[config.mk]
export PLATFORM = sky130hd
export DESIGN_NAME = lru_arb_top
export DESIGN_NICKNAME = d
export VERILOG_FILES = /design/src/common/arb_pkg.sv /design/src/common/req_if.sv /design/src/rtl/req_ingress.sv /design/src/lru_arb/lru_arb_core.sv /design/src/lru_arb/lru_fairness_monitor.sv /design/src/rtl/grant_egress.sv /design/src/rtl/lru_arb_top.sv
export SDC_FILE = /design/constraint.sdc
export NUM_CORES = 1
export LEC_CHECK = 0
export ABC_CLOCK_PERIOD_IN_PS = 5500
export BUFFER_PORTS_ARGS = -buffer_cell sky130_fd_sc_hd__buf_2
export CAP_MARGIN = 30
export CORE_ASPECT_RATIO = 0.6
export CORE_MARGIN = 3
export CORE_UTILIZATION = 50
export CTS_CLUSTER_SIZE = 25
export DETAILED_ROUTE_END_ITERATION = 10
export PLACE_DENSITY = 0.79
export SYNTH_ARGS = -nofsm -noshare
export SYNTH_HDL_FRONTEND = slang
export SYNTH_SLANG_ARGS = --single-unit
[constraint.sdc]
create_clock -name clk -period 5.5 [get_ports clk]
set_clock_uncertainty 0.1 [all_clocks]
set_input_delay 0.275 -clock clk [delete_from_list [all_inputs] [get_ports clk]]
set_output_delay 0.275 -clock clk [all_outputs]
set_load 0.02 [all_outputs]
[src/common/arb_pkg.sv]
// ##############################
// Sizes fixed for four requesters
// Ranks need one bit more than an index
// ##############################
`default_nettype none

package arb_pkg;

  // Requester count and index width
  localparam int NUM_REQ = 4;
  localparam int REQ_IDX_W = 2;

  // Rank spans 0 to NUM_REQ inclusive
  localparam int RANK_W = 3;

  localparam int PAYLOAD_W = 8;

  // Queue entries per requester, equal to the initial upstream credits
  localparam int IN_DEPTH = 2;
  localparam int IN_PTR_W = (IN_DEPTH > 1) ? $clog2(IN_DEPTH) : 1;
  localparam int IN_CNT_W = $clog2(IN_DEPTH + 1);

  // Downstream credits after reset
  localparam int OUT_CREDITS = 4;
  localparam int OUT_CNT_W = $clog2(OUT_CREDITS + 1);

  typedef logic [PAYLOAD_W-1:0] payload_t;
  typedef logic [REQ_IDX_W-1:0] req_idx_t;

  // NUM_REQ is most deserving, 0 is just granted
  typedef logic [RANK_W-1:0] rank_t;

  // Output stage credit state
  typedef enum logic {
    HAS_CREDIT,
    STARVED
  } egress_state_e;

endpackage

`default_nettype wire

[src/common/req_if.sv]
// ##############################
// Queue heads to the core, pop back
// ##############################
`timescale 1ns/1ps
`default_nettype none

interface req_if;
  import arb_pkg::*;

  // Queue not empty, one bit per requester
  logic [NUM_REQ-1:0] pending;

  // Head entry of every queue, valid where pending is set
  payload_t [NUM_REQ-1:0] heads;

  // One-hot pop, qualified by pop_valid
  logic [NUM_REQ-1:0] pop;
  logic pop_valid;

  modport ingress (
    output pending,
    output heads,
    input  pop,
    input  pop_valid
  );

  modport core (
    input  pending,
    input  heads,
    output pop,
    output pop_valid
  );

endinterface

`default_nettype wire

[src/rtl/req_ingress.sv]
// ##############################
// Senders write only with a credit
// One credit returned per popped entry
// ##############################
`timescale 1ns/1ps
`default_nettype none

module req_ingress (
  input  logic                                       clk,
  input  logic                                       rst,
  input  logic [arb_pkg::NUM_REQ-1:0]                in_valid,
  input  arb_pkg::payload_t [arb_pkg::NUM_REQ-1:0]   in_payload,
  output logic [arb_pkg::NUM_REQ-1:0]                in_credit,
  req_if.ingress                                     req_bus
);
  import arb_pkg::*;

  payload_t            mem [NUM_REQ][IN_DEPTH];
  logic [IN_PTR_W-1:0] rd_ptr [NUM_REQ];
  logic [IN_PTR_W-1:0] wr_ptr [NUM_REQ];
  logic [IN_CNT_W-1:0] count [NUM_REQ];
  logic [NUM_REQ-1:0]  pop;

  // Pointer advance with wrap at the last entry
  function automatic logic [IN_PTR_W-1:0] next_ptr(input logic [IN_PTR_W-1:0] p);
    return (p == IN_PTR_W'(IN_DEPTH - 1)) ? '0 : p + 1'b1;
  endfunction

  // Pop is only meaningful with pop_valid
  assign pop = req_bus.pop_valid ? req_bus.pop : '0;

  always_ff @(posedge clk) begin
    if (rst) begin
      for (int r = 0; r < NUM_REQ; r++) begin
        rd_ptr[r] <= '0;
        wr_ptr[r] <= '0;
        count[r]  <= '0;
      end
    end else begin
      for (int r = 0; r < NUM_REQ; r++) begin
        if (in_valid[r])
          wr_ptr[r] <= next_ptr(wr_ptr[r]);
        if (pop[r])
          rd_ptr[r] <= next_ptr(rd_ptr[r]);
        // Simultaneous push and pop leaves the count alone
        if (in_valid[r] && !pop[r])
          count[r] <= count[r] + 1'b1;
        else if (!in_valid[r] && pop[r])
          count[r] <= count[r] - 1'b1;
      end
    end
  end

  // Storage, written at the tail
  always_ff @(posedge clk) begin
    for (int r = 0; r < NUM_REQ; r++) begin
      if (in_valid[r])
        mem[r][wr_ptr[r]] <= in_payload[r];
    end
  end

  // Heads and pending flags toward the core
  always_comb begin
    for (int r = 0; r < NUM_REQ; r++) begin
      req_bus.heads[r]   = mem[r][rd_ptr[r]];
      req_bus.pending[r] = (count[r] != '0);
    end
  end

  // Credit pulse in the cycle after the pop edge
  always_ff @(posedge clk) begin
    if (rst)
      in_credit <= '0;
    else
      in_credit <= pop;
  end

  for (genvar r = 0; r < NUM_REQ; r++) begin : gen_chk
    // Sender wrote without holding a credit
    no_overflow_a: assert property (@(posedge clk) disable iff (rst)
      in_valid[r] |-> (count[r] < IN_CNT_W'(IN_DEPTH)))
      else $error("write into full queue %0d", r);
    // Core popped a queue it saw as empty
    no_underflow_a: assert property (@(posedge clk) disable iff (rst)
      pop[r] |-> (count[r] != '0))
      else $error("pop from empty queue %0d", r);
  end

endmodule

`default_nettype wire

[src/lru_arb/lru_arb_core.sv]
// ##############################
// One grant per cycle, gated by can_send
// Rank ties go to the lower index
// ##############################
`timescale 1ns/1ps
`default_nettype none

module lru_arb_core (
  input  logic                          clk,
  input  logic                          rst,
  input  logic                          can_send,
  req_if.core                           req_bus,
  output logic [arb_pkg::NUM_REQ-1:0]   grant,
  output logic                          grant_valid,
  output arb_pkg::req_idx_t             grant_src,
  output arb_pkg::payload_t             grant_payload
);
  import arb_pkg::*;

  rank_t [NUM_REQ-1:0] rank_q;
  req_idx_t            best_idx;
  rank_t               best_rank;
  logic                found;

  // Scan upward, replace only on a strictly higher rank
  always_comb begin
    found     = 1'b0;
    best_idx  = '0;
    best_rank = '0;
    for (int i = 0; i < NUM_REQ; i++) begin
      if (req_bus.pending[i] && (!found || (rank_q[i] > best_rank))) begin
        found     = 1'b1;
        best_idx  = req_idx_t'(i);
        best_rank = rank_q[i];
      end
    end
  end

  assign grant_valid = can_send && found;

  // One-hot decode of the winner
  always_comb begin
    grant = '0;
    if (grant_valid)
      grant[best_idx] = 1'b1;
  end

  assign grant_src     = best_idx;
  assign grant_payload = req_bus.heads[best_idx];

  // Grant doubles as the pop of the winning queue
  assign req_bus.pop       = grant;
  assign req_bus.pop_valid = grant_valid;

  // Winner drops to 0, everyone ranked below it moves up one
  always_ff @(posedge clk) begin
    if (rst) begin
      for (int i = 0; i < NUM_REQ; i++)
        rank_q[i] <= rank_t'(NUM_REQ);
    end else if (grant_valid) begin
      for (int i = 0; i < NUM_REQ; i++) begin
        if (i == int'(best_idx))
          rank_q[i] <= '0;
        else if (rank_q[i] < best_rank)
          rank_q[i] <= rank_q[i] + 1'b1;
      end
    end
  end

  // Grant lands on exactly one requester that has a queued word
  grant_onehot_a: assert property (@(posedge clk) disable iff (rst)
    grant_valid |-> ($onehot(grant) && ((grant & ~req_bus.pending) == '0)))
    else $error("bad grant %b pending %b", grant, req_bus.pending);

endmodule

`default_nettype wire

[src/lru_arb/lru_fairness_monitor.sv]
// ##############################
// Checks only, no outputs
// Own rank model, kept apart from the core
// ##############################
`timescale 1ns/1ps
`default_nettype none

module lru_fairness_monitor (
  input logic                        clk,
  input logic                        rst,
  input logic                        enable_priority_update,
  input logic [arb_pkg::NUM_REQ-1:0] request,
  input logic [arb_pkg::NUM_REQ-1:0] grant
);
  import arb_pkg::*;

  rank_t [NUM_REQ-1:0] rank_m;
  rank_t [NUM_REQ-1:0] wait_cnt;
  rank_t               granted_rank;

  // Rank of whoever holds the grant this cycle
  always_comb begin
    granted_rank = '0;
    for (int i = 0; i < NUM_REQ; i++) begin
      if (grant[i])
        granted_rank = rank_m[i];
    end
  end

  for (genvar i = 0; i < NUM_REQ; i++) begin : gen_model
    // Same LRU rule, written per requester
    always_ff @(posedge clk) begin
      if (rst)
        rank_m[i] <= rank_t'(NUM_REQ);
      else if (enable_priority_update && grant[i])
        rank_m[i] <= '0;
      else if (enable_priority_update && (grant != '0) && (rank_m[i] < granted_rank))
        rank_m[i] <= rank_m[i] + 1'b1;
    end

    // Grants to others while this one is requesting
    always_ff @(posedge clk) begin
      if (rst || grant[i])
        wait_cnt[i] <= '0;
      else if (enable_priority_update && (grant != '0) && request[i])
        wait_cnt[i] <= wait_cnt[i] + 1'b1;
    end

    // After every other requester had its turn, this one goes next
    grant_latency_a: assert property (@(posedge clk) disable iff (rst)
      (enable_priority_update && request[i] && (wait_cnt[i] == rank_t'(NUM_REQ - 1)))
        |-> grant[i])
      else $error("requester %0d starved", i);
  end

  for (genvar y = 0; y < NUM_REQ; y++) begin : gen_win
    for (genvar x = 0; x < NUM_REQ; x++) begin : gen_other
      if (x != y) begin : gen_pair
        // Winner y must not be outranked by a requesting x
        arb_priority_a: assert property (@(posedge clk) disable iff (rst)
          grant[y] |-> (!request[x] || (rank_m[x] < rank_m[y]) ||
                        ((rank_m[x] == rank_m[y]) && (y < x))))
          else $error("grant %0d beats higher ranked %0d", y, x);
      end
    end
  end

endmodule

`default_nettype wire

[src/rtl/grant_egress.sv]
// ##############################
// Downstream may return at most OUT_CREDITS
// ##############################
`timescale 1ns/1ps
`default_nettype none

module grant_egress (
  input  logic              clk,
  input  logic              rst,
  input  logic              grant_valid,
  input  arb_pkg::req_idx_t grant_src,
  input  arb_pkg::payload_t grant_payload,
  input  logic              out_credit,
  output logic              can_send,
  output logic              out_valid,
  output arb_pkg::req_idx_t out_src,
  output arb_pkg::payload_t out_payload
);
  import arb_pkg::*;

  logic [OUT_CNT_W-1:0] credit_cnt;
  logic [OUT_CNT_W-1:0] credit_nxt;
  egress_state_e        state;

  // Returned credit in, accepted grant out
  assign credit_nxt = credit_cnt + OUT_CNT_W'(out_credit) - OUT_CNT_W'(grant_valid);

  always_ff @(posedge clk) begin
    if (rst) begin
      credit_cnt <= OUT_CNT_W'(OUT_CREDITS);
      state      <= HAS_CREDIT;
    end else begin
      credit_cnt <= credit_nxt;
      state      <= (credit_nxt != '0) ? HAS_CREDIT : STARVED;
    end
  end

  assign can_send = (state == HAS_CREDIT);

  // Word held one cycle behind the grant
  always_ff @(posedge clk) begin
    if (rst)
      out_valid <= 1'b0;
    else
      out_valid <= grant_valid;
  end

  always_ff @(posedge clk) begin
    if (grant_valid) begin
      out_src     <= grant_src;
      out_payload <= grant_payload;
    end
  end

  // Downstream returned more credits than it was given
  credit_max_a: assert property (@(posedge clk) disable iff (rst)
    credit_cnt <= OUT_CNT_W'(OUT_CREDITS))
    else $error("credit count %0d above limit", credit_cnt);

  // Core must stay quiet while starved
  no_grant_starved_a: assert property (@(posedge clk) disable iff (rst)
    grant_valid |-> (state != STARVED))
    else $error("grant with no downstream credit");

endmodule

`default_nettype wire

[src/rtl/lru_arb_top.sv]
// ##############################
// Four requesters in, one word out per cycle
// ##############################
`timescale 1ns/1ps
`default_nettype none

module lru_arb_top (
  input  logic                                     clk,
  input  logic                                     rst,
  input  logic [arb_pkg::NUM_REQ-1:0]              in_valid,
  input  arb_pkg::payload_t [arb_pkg::NUM_REQ-1:0] in_payload,
  output logic [arb_pkg::NUM_REQ-1:0]              in_credit,
  output logic                                     out_valid,
  output arb_pkg::req_idx_t                        out_src,
  output arb_pkg::payload_t                        out_payload,
  input  logic                                     out_credit
);
  import arb_pkg::*;

  logic [NUM_REQ-1:0] grant;
  logic               grant_valid;
  req_idx_t           grant_src;
  payload_t           grant_payload;
  logic               can_send;

  req_if req_bus ();

  req_ingress u_ingress (
    .clk        (clk),
    .rst        (rst),
    .in_valid   (in_valid),
    .in_payload (in_payload),
    .in_credit  (in_credit),
    .req_bus    (req_bus.ingress)
  );

  lru_arb_core u_core (
    .clk           (clk),
    .rst           (rst),
    .can_send      (can_send),
    .req_bus       (req_bus.core),
    .grant         (grant),
    .grant_valid   (grant_valid),
    .grant_src     (grant_src),
    .grant_payload (grant_payload)
  );

  // Ranks only move on an actual grant
  lru_fairness_monitor u_monitor (
    .clk                    (clk),
    .rst                    (rst),
    .enable_priority_update (grant_valid),
    .request                (req_bus.pending),
    .grant                  (grant)
  );

  grant_egress u_egress (
    .clk           (clk),
    .rst           (rst),
    .grant_valid   (grant_valid),
    .grant_src     (grant_src),
    .grant_payload (grant_payload),
    .out_credit    (out_credit),
    .can_send      (can_send),
    .out_valid     (out_valid),
    .out_src       (out_src),
    .out_payload   (out_payload)
  );

endmodule

`default_nettype wire

; ---- After elaboration in Yosys (flattened, before gate mapping)
; Memory sizes are Yosys's and may differ from the RTL's.
; Cells that the tools add are included.
[op_classes]
bitwise = 25
reduce_logical = 45
n_eq_ne = 3
mux = 127
magnitude_cmp = 21
addsub = 22
[op_table]
columns = op, n
row1 = $mux 8, 17
row2 = $mux 1, 77
row3 = $mux 16, 4
row4 = $mux 3, 12
row5 = $demux 8 s1, 4
row6 = $mux 2, 10
row7 = $logic_and 1x1->1, 17
row8 = $bmux 8 s2, 1
row9 = $ge 2x2->1 const B, 8
row10 = $not 1->2, 8
row11 = $or 1x1->1, 16
row12 = $reduce_bool 2->1, 8
row13 = $add 3x1->3 const B, 4
row14 = $lt 3x3->1, 4
row15 = $logic_not 1->1, 11
row16 = $gt 3x3->1, 3
row17 = $add 1x1->1 const B, 8
row18 = $add 2x1->2 const B, 4
row19 = $lt 2x1->1 const B, 4
row20 = $reduce_and 2->1, 4
row21 = $sub 2x1->2 const B, 4
row22 = $eq 2x2->1 const A, 2
row23 = $mux 4, 1
row24 = $add 3x1->3, 1
row25 = 9 further kinds, 11
[word_totals]
output_inout_bits = 15
mem_count = 4
ram_bits = 80
wordCells = 257
input_bits = 39
reg_bits = 31
[mem_list]
columns = memory, depth, width, rd, rd_clocked_by_memory_dff, wr, line_no
row1 = u_ingress.mem, 4, 16, 4, 0, 4, req_ingress.sv:18  ; payload_t mem [NUM_REQ][IN_DEPTH];
row2 = u_ingress.count, 4, 2, 4, 0, 4, req_ingress.sv:21  ; logic [IN_CNT_W-1:0] count [NUM_REQ];
row3 = u_ingress.rd_ptr, 4, 1, 4, 0, 4, req_ingress.sv:19  ; logic [IN_PTR_W-1:0] rd_ptr [NUM_REQ];
row4 = u_ingress.wr_ptr, 4, 1, 4, 0, 4, req_ingress.sv:20  ; logic [IN_PTR_W-1:0] wr_ptr [NUM_REQ];

; ---- Depth between registers and ports, before layout
; Gate-level depths: netlist (run 1).
; An unclocked memory read counts as a cell.
[logic_depth]
word_depth = 27
ltp_mapped = 29
depth_no_buf = 26

; ---- Modules after synthesis
; A second synthesis (run 1) with hierarchy kept.
[hier_totals]
cells_unflattened = 431
area_unflattened_um2 = 5505.3
[by_module_without_submodules]
columns = mod, area_each_um2, instances, cells_each, seq_area_each_um2
row1 = req_ingress, 3285.7, 1, 190, 2482.4
row2 = lru_arb_core, 1684.1, 1, 209, 240.2
row3 = grant_egress, 535.5, 1, 32, 400.4

; ---- Worst setup path before layout (run 1)
; Ideal clock, no wire load.
[synth_timing]
path_kind = register -> register
startpoint = memory u_ingress.count[0][0] (netlist name)
endpoint = register u_core.rank_q[7] (netlist name)
arrival_ns = 5.779
path_stages_with_launch = 29
synth_period_minus_slack_ns = 6.011
slack_ns = -0.511
path_buffers = 4
path_cell_list = edfxtp_1 > or2_1 > buf_2 > and2_4 > ha_1 > and3b_1 > o21ai_1 > a21oi_1 > buf_2 > a21oi_1 > ha_1 > a21oi_1 > a211oi_1 > nor2_1 > buf_2 > clkbuf_1 > nor2_1 > a21oi_1 > ha_1 > a311o_1 > o22ai_4 > nand2_1 > o21a_1 > ha_1 > a211oi_1 > nand2_1 > a41oi_1 > nand3b_1 > a21oi_1
[synth_rtl]
columns = item, line_no
row1 = from (decl), req_ingress.sv:21
row2 = "to (signal, indexed assignment)", lru_arb_core.sv:59  ; rank_q[i] <= rank_t'(NUM_REQ);
row3 = "to (signal, indexed assignment)", lru_arb_core.sv:65  ; rank_q[i] <= rank_q[i] + 1'b1;
row4 = to (decl), lru_arb_core.sv:20  ; rank_t [NUM_REQ-1:0] rank_q;

==> impl_metrics.csv, run 1 <==
group,metric,value,unit
cts,cts_made_buffers,9,
sta,hold_viol,0,
yosys,async_flop_share,0,
cts,h-tree-depth,3,
yosys,yosysTopAreaCellShare,0.499,
global_routing,grt_pass1_vias,3691,
placed_design,placed_cell_area,5870,um2
finish,multi_input_area,2450,um2
hold_path,whs_endpoint,"u_ingress.mem[2][1]",
yosys,syn-num-nets,508,
floorplanning,num_rows,28,
critical_path,critPathRequiredTime,5.61,ns
sta,slew_viol_final,0,
sta,fmaxAchievable,0.182,GHz
hold_path,hold_path.class,"input port to flop",
job,drv_cap,0,
floorplanning,io_pins,54,
global_routing,antenna_found_initial,2,
route,wl_per_cell,19.7,um
placed_design,port_buffers,53,
cts,cts_root_buffer,"clkbuf_16",
floorplanning,initial_utilization,0.531,
yosys,synth.area.top_cells,"edfxtp_1, dfxtp_1, mux2i_1, ha_1, nor2_1",
critical_path,critPathKind,"flop to flop",
sta,rsz0062_at_grt,"yes",
critical_path,reg2reg_slack,-0.0002,ns
sta,finalSetupViolCount,1,
finish,fin_nets,575,
yosys,yosys.area.top_type,"edfxtp_1",
placed_design,gp_congestion,0.884,
cts,clk_pin_slew_worst_paths,0.07,ns
yosys,synth.distinct_cells,58,
yosys,synth-main-ff-cell,"edfxtp_1",
finish,num_antenna_cells,0,
route,vias,3866,
route,drc,0,
finish,finalNonFillerCells,650,
route,vias_per_cell,5.95,
placed_design,dp_hpwl,8.67,mm
critical_path,crit_path_end_kind,"flop",
sta,setup_ws,-0.000162,ns
critical_path,r2r-start,"u_ingress.count[0][1]",
yosys,synth_edf_count,90,
sta,relSlewSlack,0.458,
global_routing,grt_first_pass_wirelength,18.9,mm
sta,worstMarginPinSlew,0.811,ns
status,violations,"negative setup slack",
sta,fin_crit,5.50,ns
floorplanning,fp.coreArea,10200,um2
yosys,syn_inst,444,
finish,seq_area,3120,um2
floorplanning,die_w,140,um
finish,fill_cells,720,
cts,clk_path_buf_depth,2,
finish,final_layout_size_suffix_gt1_frac,0.307,
global_routing,grt_usage,0.202,
route,drtAntennaViolNets,0,
route,wl,12.8,mm
placed_design,pre_cts_ws,-0.128,ns
yosys,yosysSeqAreaShare,0.577,
finish,mostFrequentLayoutCell,"edfxtp_1",
critical_path,r2r_cells,26,
route,first_iter_violations,350,
yosys,synth_seq_cells,111,
yosys,syn_area,5410,um2
finish,final_cell_mix,"edfxtp_1, buf_2, mux2i_1",
finish,stdcell_area,6610,um2
placed_design,dp_cells,619,
global_routing,grt_max_degree,31,
critical_path,arrival,5.61,ns
route,dr.pass1.iters,5,
floorplanning,die_h,86.6,um
cts,cts_tree,"built",
hold_path,min_from,"in_payload[17]",
hold_path,hold_depth,1,
finish,syn2layout_area_growth,22.2,%
finish,utilization,0.649,
cts,clock_latency,0.35,ns
critical_path,startpoint_type,"flop",
critical_path,rr_endpoint,"u_core.rank_q[7]",
sta,period_share,1.00,
critical_path,cp_max_fo,8,
cts,cts_sinks,111,
yosys,synth.yosys.warnings,0,
floorplanning,dieArea,12100,um2
yosys,syn_avg_cell_area,12.2,um2
global_routing,grt_overflow,0,
status,status,"finished with violations",
==> how the worst max path moves through the flow <==
stage                           from               end  slack [ns]  cells past startpoint
2_1_floorplan  u_ingress.count[0][0]  u_core.rank_q[2]        0.01                     27
3_3_place_gp   u_ingress.count[0][0]  u_core.rank_q[7]        0.12                     25
3_5_place_dp   u_ingress.count[0][1]  u_core.rank_q[1]       -0.13                     25
4_1_cts        u_ingress.count[0][1]  u_core.rank_q[1]       0.008                     25
5_1_grt        u_ingress.count[0][1]  u_core.rank_q[7]       -0.21                     26
6_report       u_ingress.count[0][1]  u_core.rank_q[7]     -0.0002                     26
==> cell usage after synthesis, types with 4 or more instances <==
cell	number
ha_1	24
o21ai_0	10
and2_1	10
o221ai_1	9
nor2_1	34
mux2i_1	37
nor2b_1	7
buf_1	4
dfxtp_1	21
a21o_1	4
a21oi_1	19
a31oi_1	4
or2_2	4
buf_2	5
inv_1	13
o211ai_1	4
nor3_1	15
clkbuf_1	13
edfxtp_1	90
o21a_1	5
xor2_1	6
nand2_1	31
nand3_1	12
==> kinds of logic after synthesis <==
logic type,after synthesis,share of synthesized area
buffers and inverters,38,0.0289
adders and majority gates,25,0.0592
xor gates and xnor gates,9,0.0146
and+or+nand+nor,148,0.146
DFF,111,0.577
muxes,37,0.0684
AOI/OAI and AO/OA,76,0.106
==> critical path: stages, from the launching register on <==
cell	delay [ns]
edfxtp_1	0.41
or2_4	0.30
nand2_4	0.10
ha_4	0.20
and3b_2	0.23
o21ai_4	0.23
a21oi_4	0.13
nor2_2	0.14
a21oi_2	0.05
ha_1	0.34
nand3b_1	0.15
a211oi_4	0.27
nor2_2	0.08
buf_6	0.14
nor2_4	0.07
a21o_1	0.17
ha_4	0.22
a311o_1	0.40
o22ai_4	0.26
nand2_1	0.10
o21a_4	0.18
ha_4	0.27
a211oi_4	0.28
nand2_1	0.11
a41oi_2	0.22
nand3b_1	0.16
a21oi_2	0.06
==> metal layers <==
layer  GRT usage  wire, um  up-vias  share of wire
li1            -         -     1797              -
met3      0.0606      1030       29          0.080
met1       0.289      5780     1859           0.45
met5           0        26        -         0.0020
met2       0.306      5750      177           0.45
met4      0.0493       210        4          0.016
==> area by class of cell <==
class | count | area share
Inverter | 15 | 0.00851
Tap cell | 135 | 0.0255
Clock buffer | 9 | 0.0341
Sequential cell | 111 | 0.472
Multi-Input combinational cell | 295 | 0.371
Clock inverter | 6 | 0.0178
Timing Repair Buffer | 79 | 0.0711
==> per-stage QoR <==
step	setup TNS, ns	hold slack [ns]
6_report	-0.000162	0.0151
5_1_grt	-1.14	0.00000780
4_1_cts	0	0.00463
3_5_place_dp	-0.420	0.366
3_3_place_gp	0	0.362
2_1_floorplan	0	0.274
==> repair_timing <==
item                       CTS  global route
buffers inserted             2            13
hold endpoints to repair     0             2
hold buffers                 0             1
gates resized for setup      4            44
setup endpoints to repair    9            22
pin swaps                    1            27
==> sequential cells by signal, indices dropped and copies added, names as in the netlist, 2 cells and up <==
register and count:
u_ingress.wr_ptr 4, u_ingress.count 8, u_egress.out_src 2, u_core.rank_q 12
u_ingress.mem 64, u_ingress.rd_ptr 4, u_ingress.in_credit 4, u_egress.out_payload 8
u_egress.credit_cnt 3
Power of run 1 is not shown: default switching activity piles up to over one toggle a cycle in this logic, so the estimate is an artifact.
==> run 2: changes to the inputs <==
Settings changed: RECOVER_POWER set to 50.
==> run 2 against run 1 <==
The run now ends clean. Register-to-register slack improved by 0.02 ns. First-iteration DRC count fell by 10%. Largest cell class unchanged. Global-route usage did not move. Critical endpoint unchanged. Highest routed layer unchanged. Critical path type unchanged.
==> impl_metrics.csv, run 2 (same netlist as run 1, synthesis figures left out) <==
group,metric,value,unit
sta,rsz0062_at_grt,"yes",
cts,clk_path_buf_depth,2,
sta,slew_viol_final,0,
critical_path,crit_path_end_kind,"flop",
route,drc,0,
sta,fin_crit,5.48,ns
placed_design,dp_cells,619,
cts,cts_sinks,111,
cts,clk_pin_slew_worst_paths,0.07,ns
global_routing,antenna_found_initial,2,
critical_path,reg2reg_slack,0.02,ns
global_routing,grt_overflow,0,
cts,clock_latency,0.34,ns
critical_path,startpoint_type,"flop",
finish,syn2layout_area_growth,21.7,%
floorplanning,die_h,86.6,um
critical_path,cp_max_fo,8,
finish,stdcell_area,6590,um2
critical_path,critPathKind,"flop to flop",
sta,relSlewSlack,0.469,
placed_design,port_buffers,53,
route,wl_per_cell,19.7,um
route,dr.pass1.iters,5,
placed_design,gp_congestion,0.884,
critical_path,arrival,5.60,ns
global_routing,grt_first_pass_wirelength,18.9,mm
critical_path,critPathRequiredTime,5.61,ns
sta,setup_tns,0,ns
sta,worstMarginPinSlew,0.795,ns
route,vias,3888,
global_routing,grt_pass1_vias,3691,
sta,fmaxAchievable,0.182,GHz
finish,final_layout_size_suffix_gt1_frac,0.268,
finish,num_antenna_cells,0,
finish,final_cell_mix,"edfxtp_1, mux2i_1, buf_2",
route,vias_per_cell,5.98,
floorplanning,fp.coreArea,10200,um2
route,drtAntennaViolNets,0,
route,first_iter_violations,314,
floorplanning,initial_utilization,0.531,
cts,cts_tree,"built",
finish,fin_nets,575,
cts,cts_made_buffers,9,
finish,mostFrequentLayoutCell,"edfxtp_1",
finish,largest_register_ffs,64,
cts,h-tree-depth,3,
job,drv_cap,0,
global_routing,grt_max_degree,31,
hold_path,hold_path.class,"input port to flop",
floorplanning,io_pins,54,
floorplanning,die_w,140,um
sta,finalSetupViolCount,0,
sta,period_share,0.997,
status,status,"complete, no violations",
floorplanning,num_rows,28,
floorplanning,dieArea,12100,um2
placed_design,dp_hpwl,8.67,mm
sta,hold_viol,0,
cts,cts_root_buffer,"clkbuf_16",
placed_design,placed_cell_area,5870,um2
finish,finalNonFillerCells,650,
global_routing,grt_usage,0.202,
route,wl,12.8,mm
-- run 2: changes by cell type in the layout (fill, tap and decap cells not counted), sizes merged --
cell,before,now
buf,78,59
clkbuf,9,28
-- run 2: metal layers --
metal,global-route usage,up-vias,wire [um]
met3,0.0606,30,1010
met2,0.306,177,5730
li1,-,1796,-
met1,0.289,1881,5760
met4,0.0493,4,240
met5,0,-,26
-- run 2: final cells by class --
cell class / instances / area (um2)
fill: 726 / 3610
clock inverter: 6 / 118
tap: 135 / 169
multi-input combinational: 295 / 2450
inverter: 15 / 56.3
sequential: 111 / 3120
timing repair buffer: 79 / 445
clock buffer: 9 / 225
-- run 2: worst paths after layout --
kind              cells past startpoint                    end                   from
setup / recovery                     26       u_core.rank_q[7]  u_ingress.count[0][1]
hold / removal                        1    u_ingress.mem[2][1]         in_payload[17]
setup reg to reg                     26       u_core.rank_q[7]  u_ingress.count[0][1]
hold reg to reg                       1  u_ingress.count[3][0]  u_ingress.count[3][0]
-- run 2: stage by stage --
step | setup WS, ns | utilization | hold slack [ns]
global route | -0.207 | 0.646 | 0.00000780
CTS | 0.00818 | 0.614 | 0.00463
global placement | 0.117 | 0.576 | 0.362
detailed placement | -0.128 | 0.576 | 0.366
floorplan | 0.0141 | - | 0.274
finish | 0.0156 | 0.646 | 0.0146
-- run 2: worst max-delay path: stages (launching register included) --
cell and delay [ns]:
edfxtp_1 0.40, or2_4 0.30, nand2_4 0.10, ha_4 0.20, and3b_2 0.23, o21ai_4 0.22
a21oi_4 0.12, nor2_2 0.14, a21oi_2 0.05, ha_1 0.33, nand3b_1 0.14, a211oi_4 0.27
nor2_2 0.08, buf_6 0.14, nor2_4 0.07, a21o_1 0.17, ha_4 0.23, a311o_1 0.40
o22ai_4 0.26, nand2_1 0.10, o21a_4 0.18, ha_4 0.27, a211oi_4 0.28, nand2_1 0.11
a41oi_2 0.22, nand3b_1 0.16, a21oi_2 0.06
-- run 2: timing repair --
action / in CTS / in global routing
pin swaps: 1 / 27
setup endpoints to repair: 9 / 22
buffers inserted: 2 / 13
endpoints found under the hold margin: 0 / 2
resized for setup: 4 / 44
hold buffers: 0 / 1
Power of run 2 is left out for the same reason.
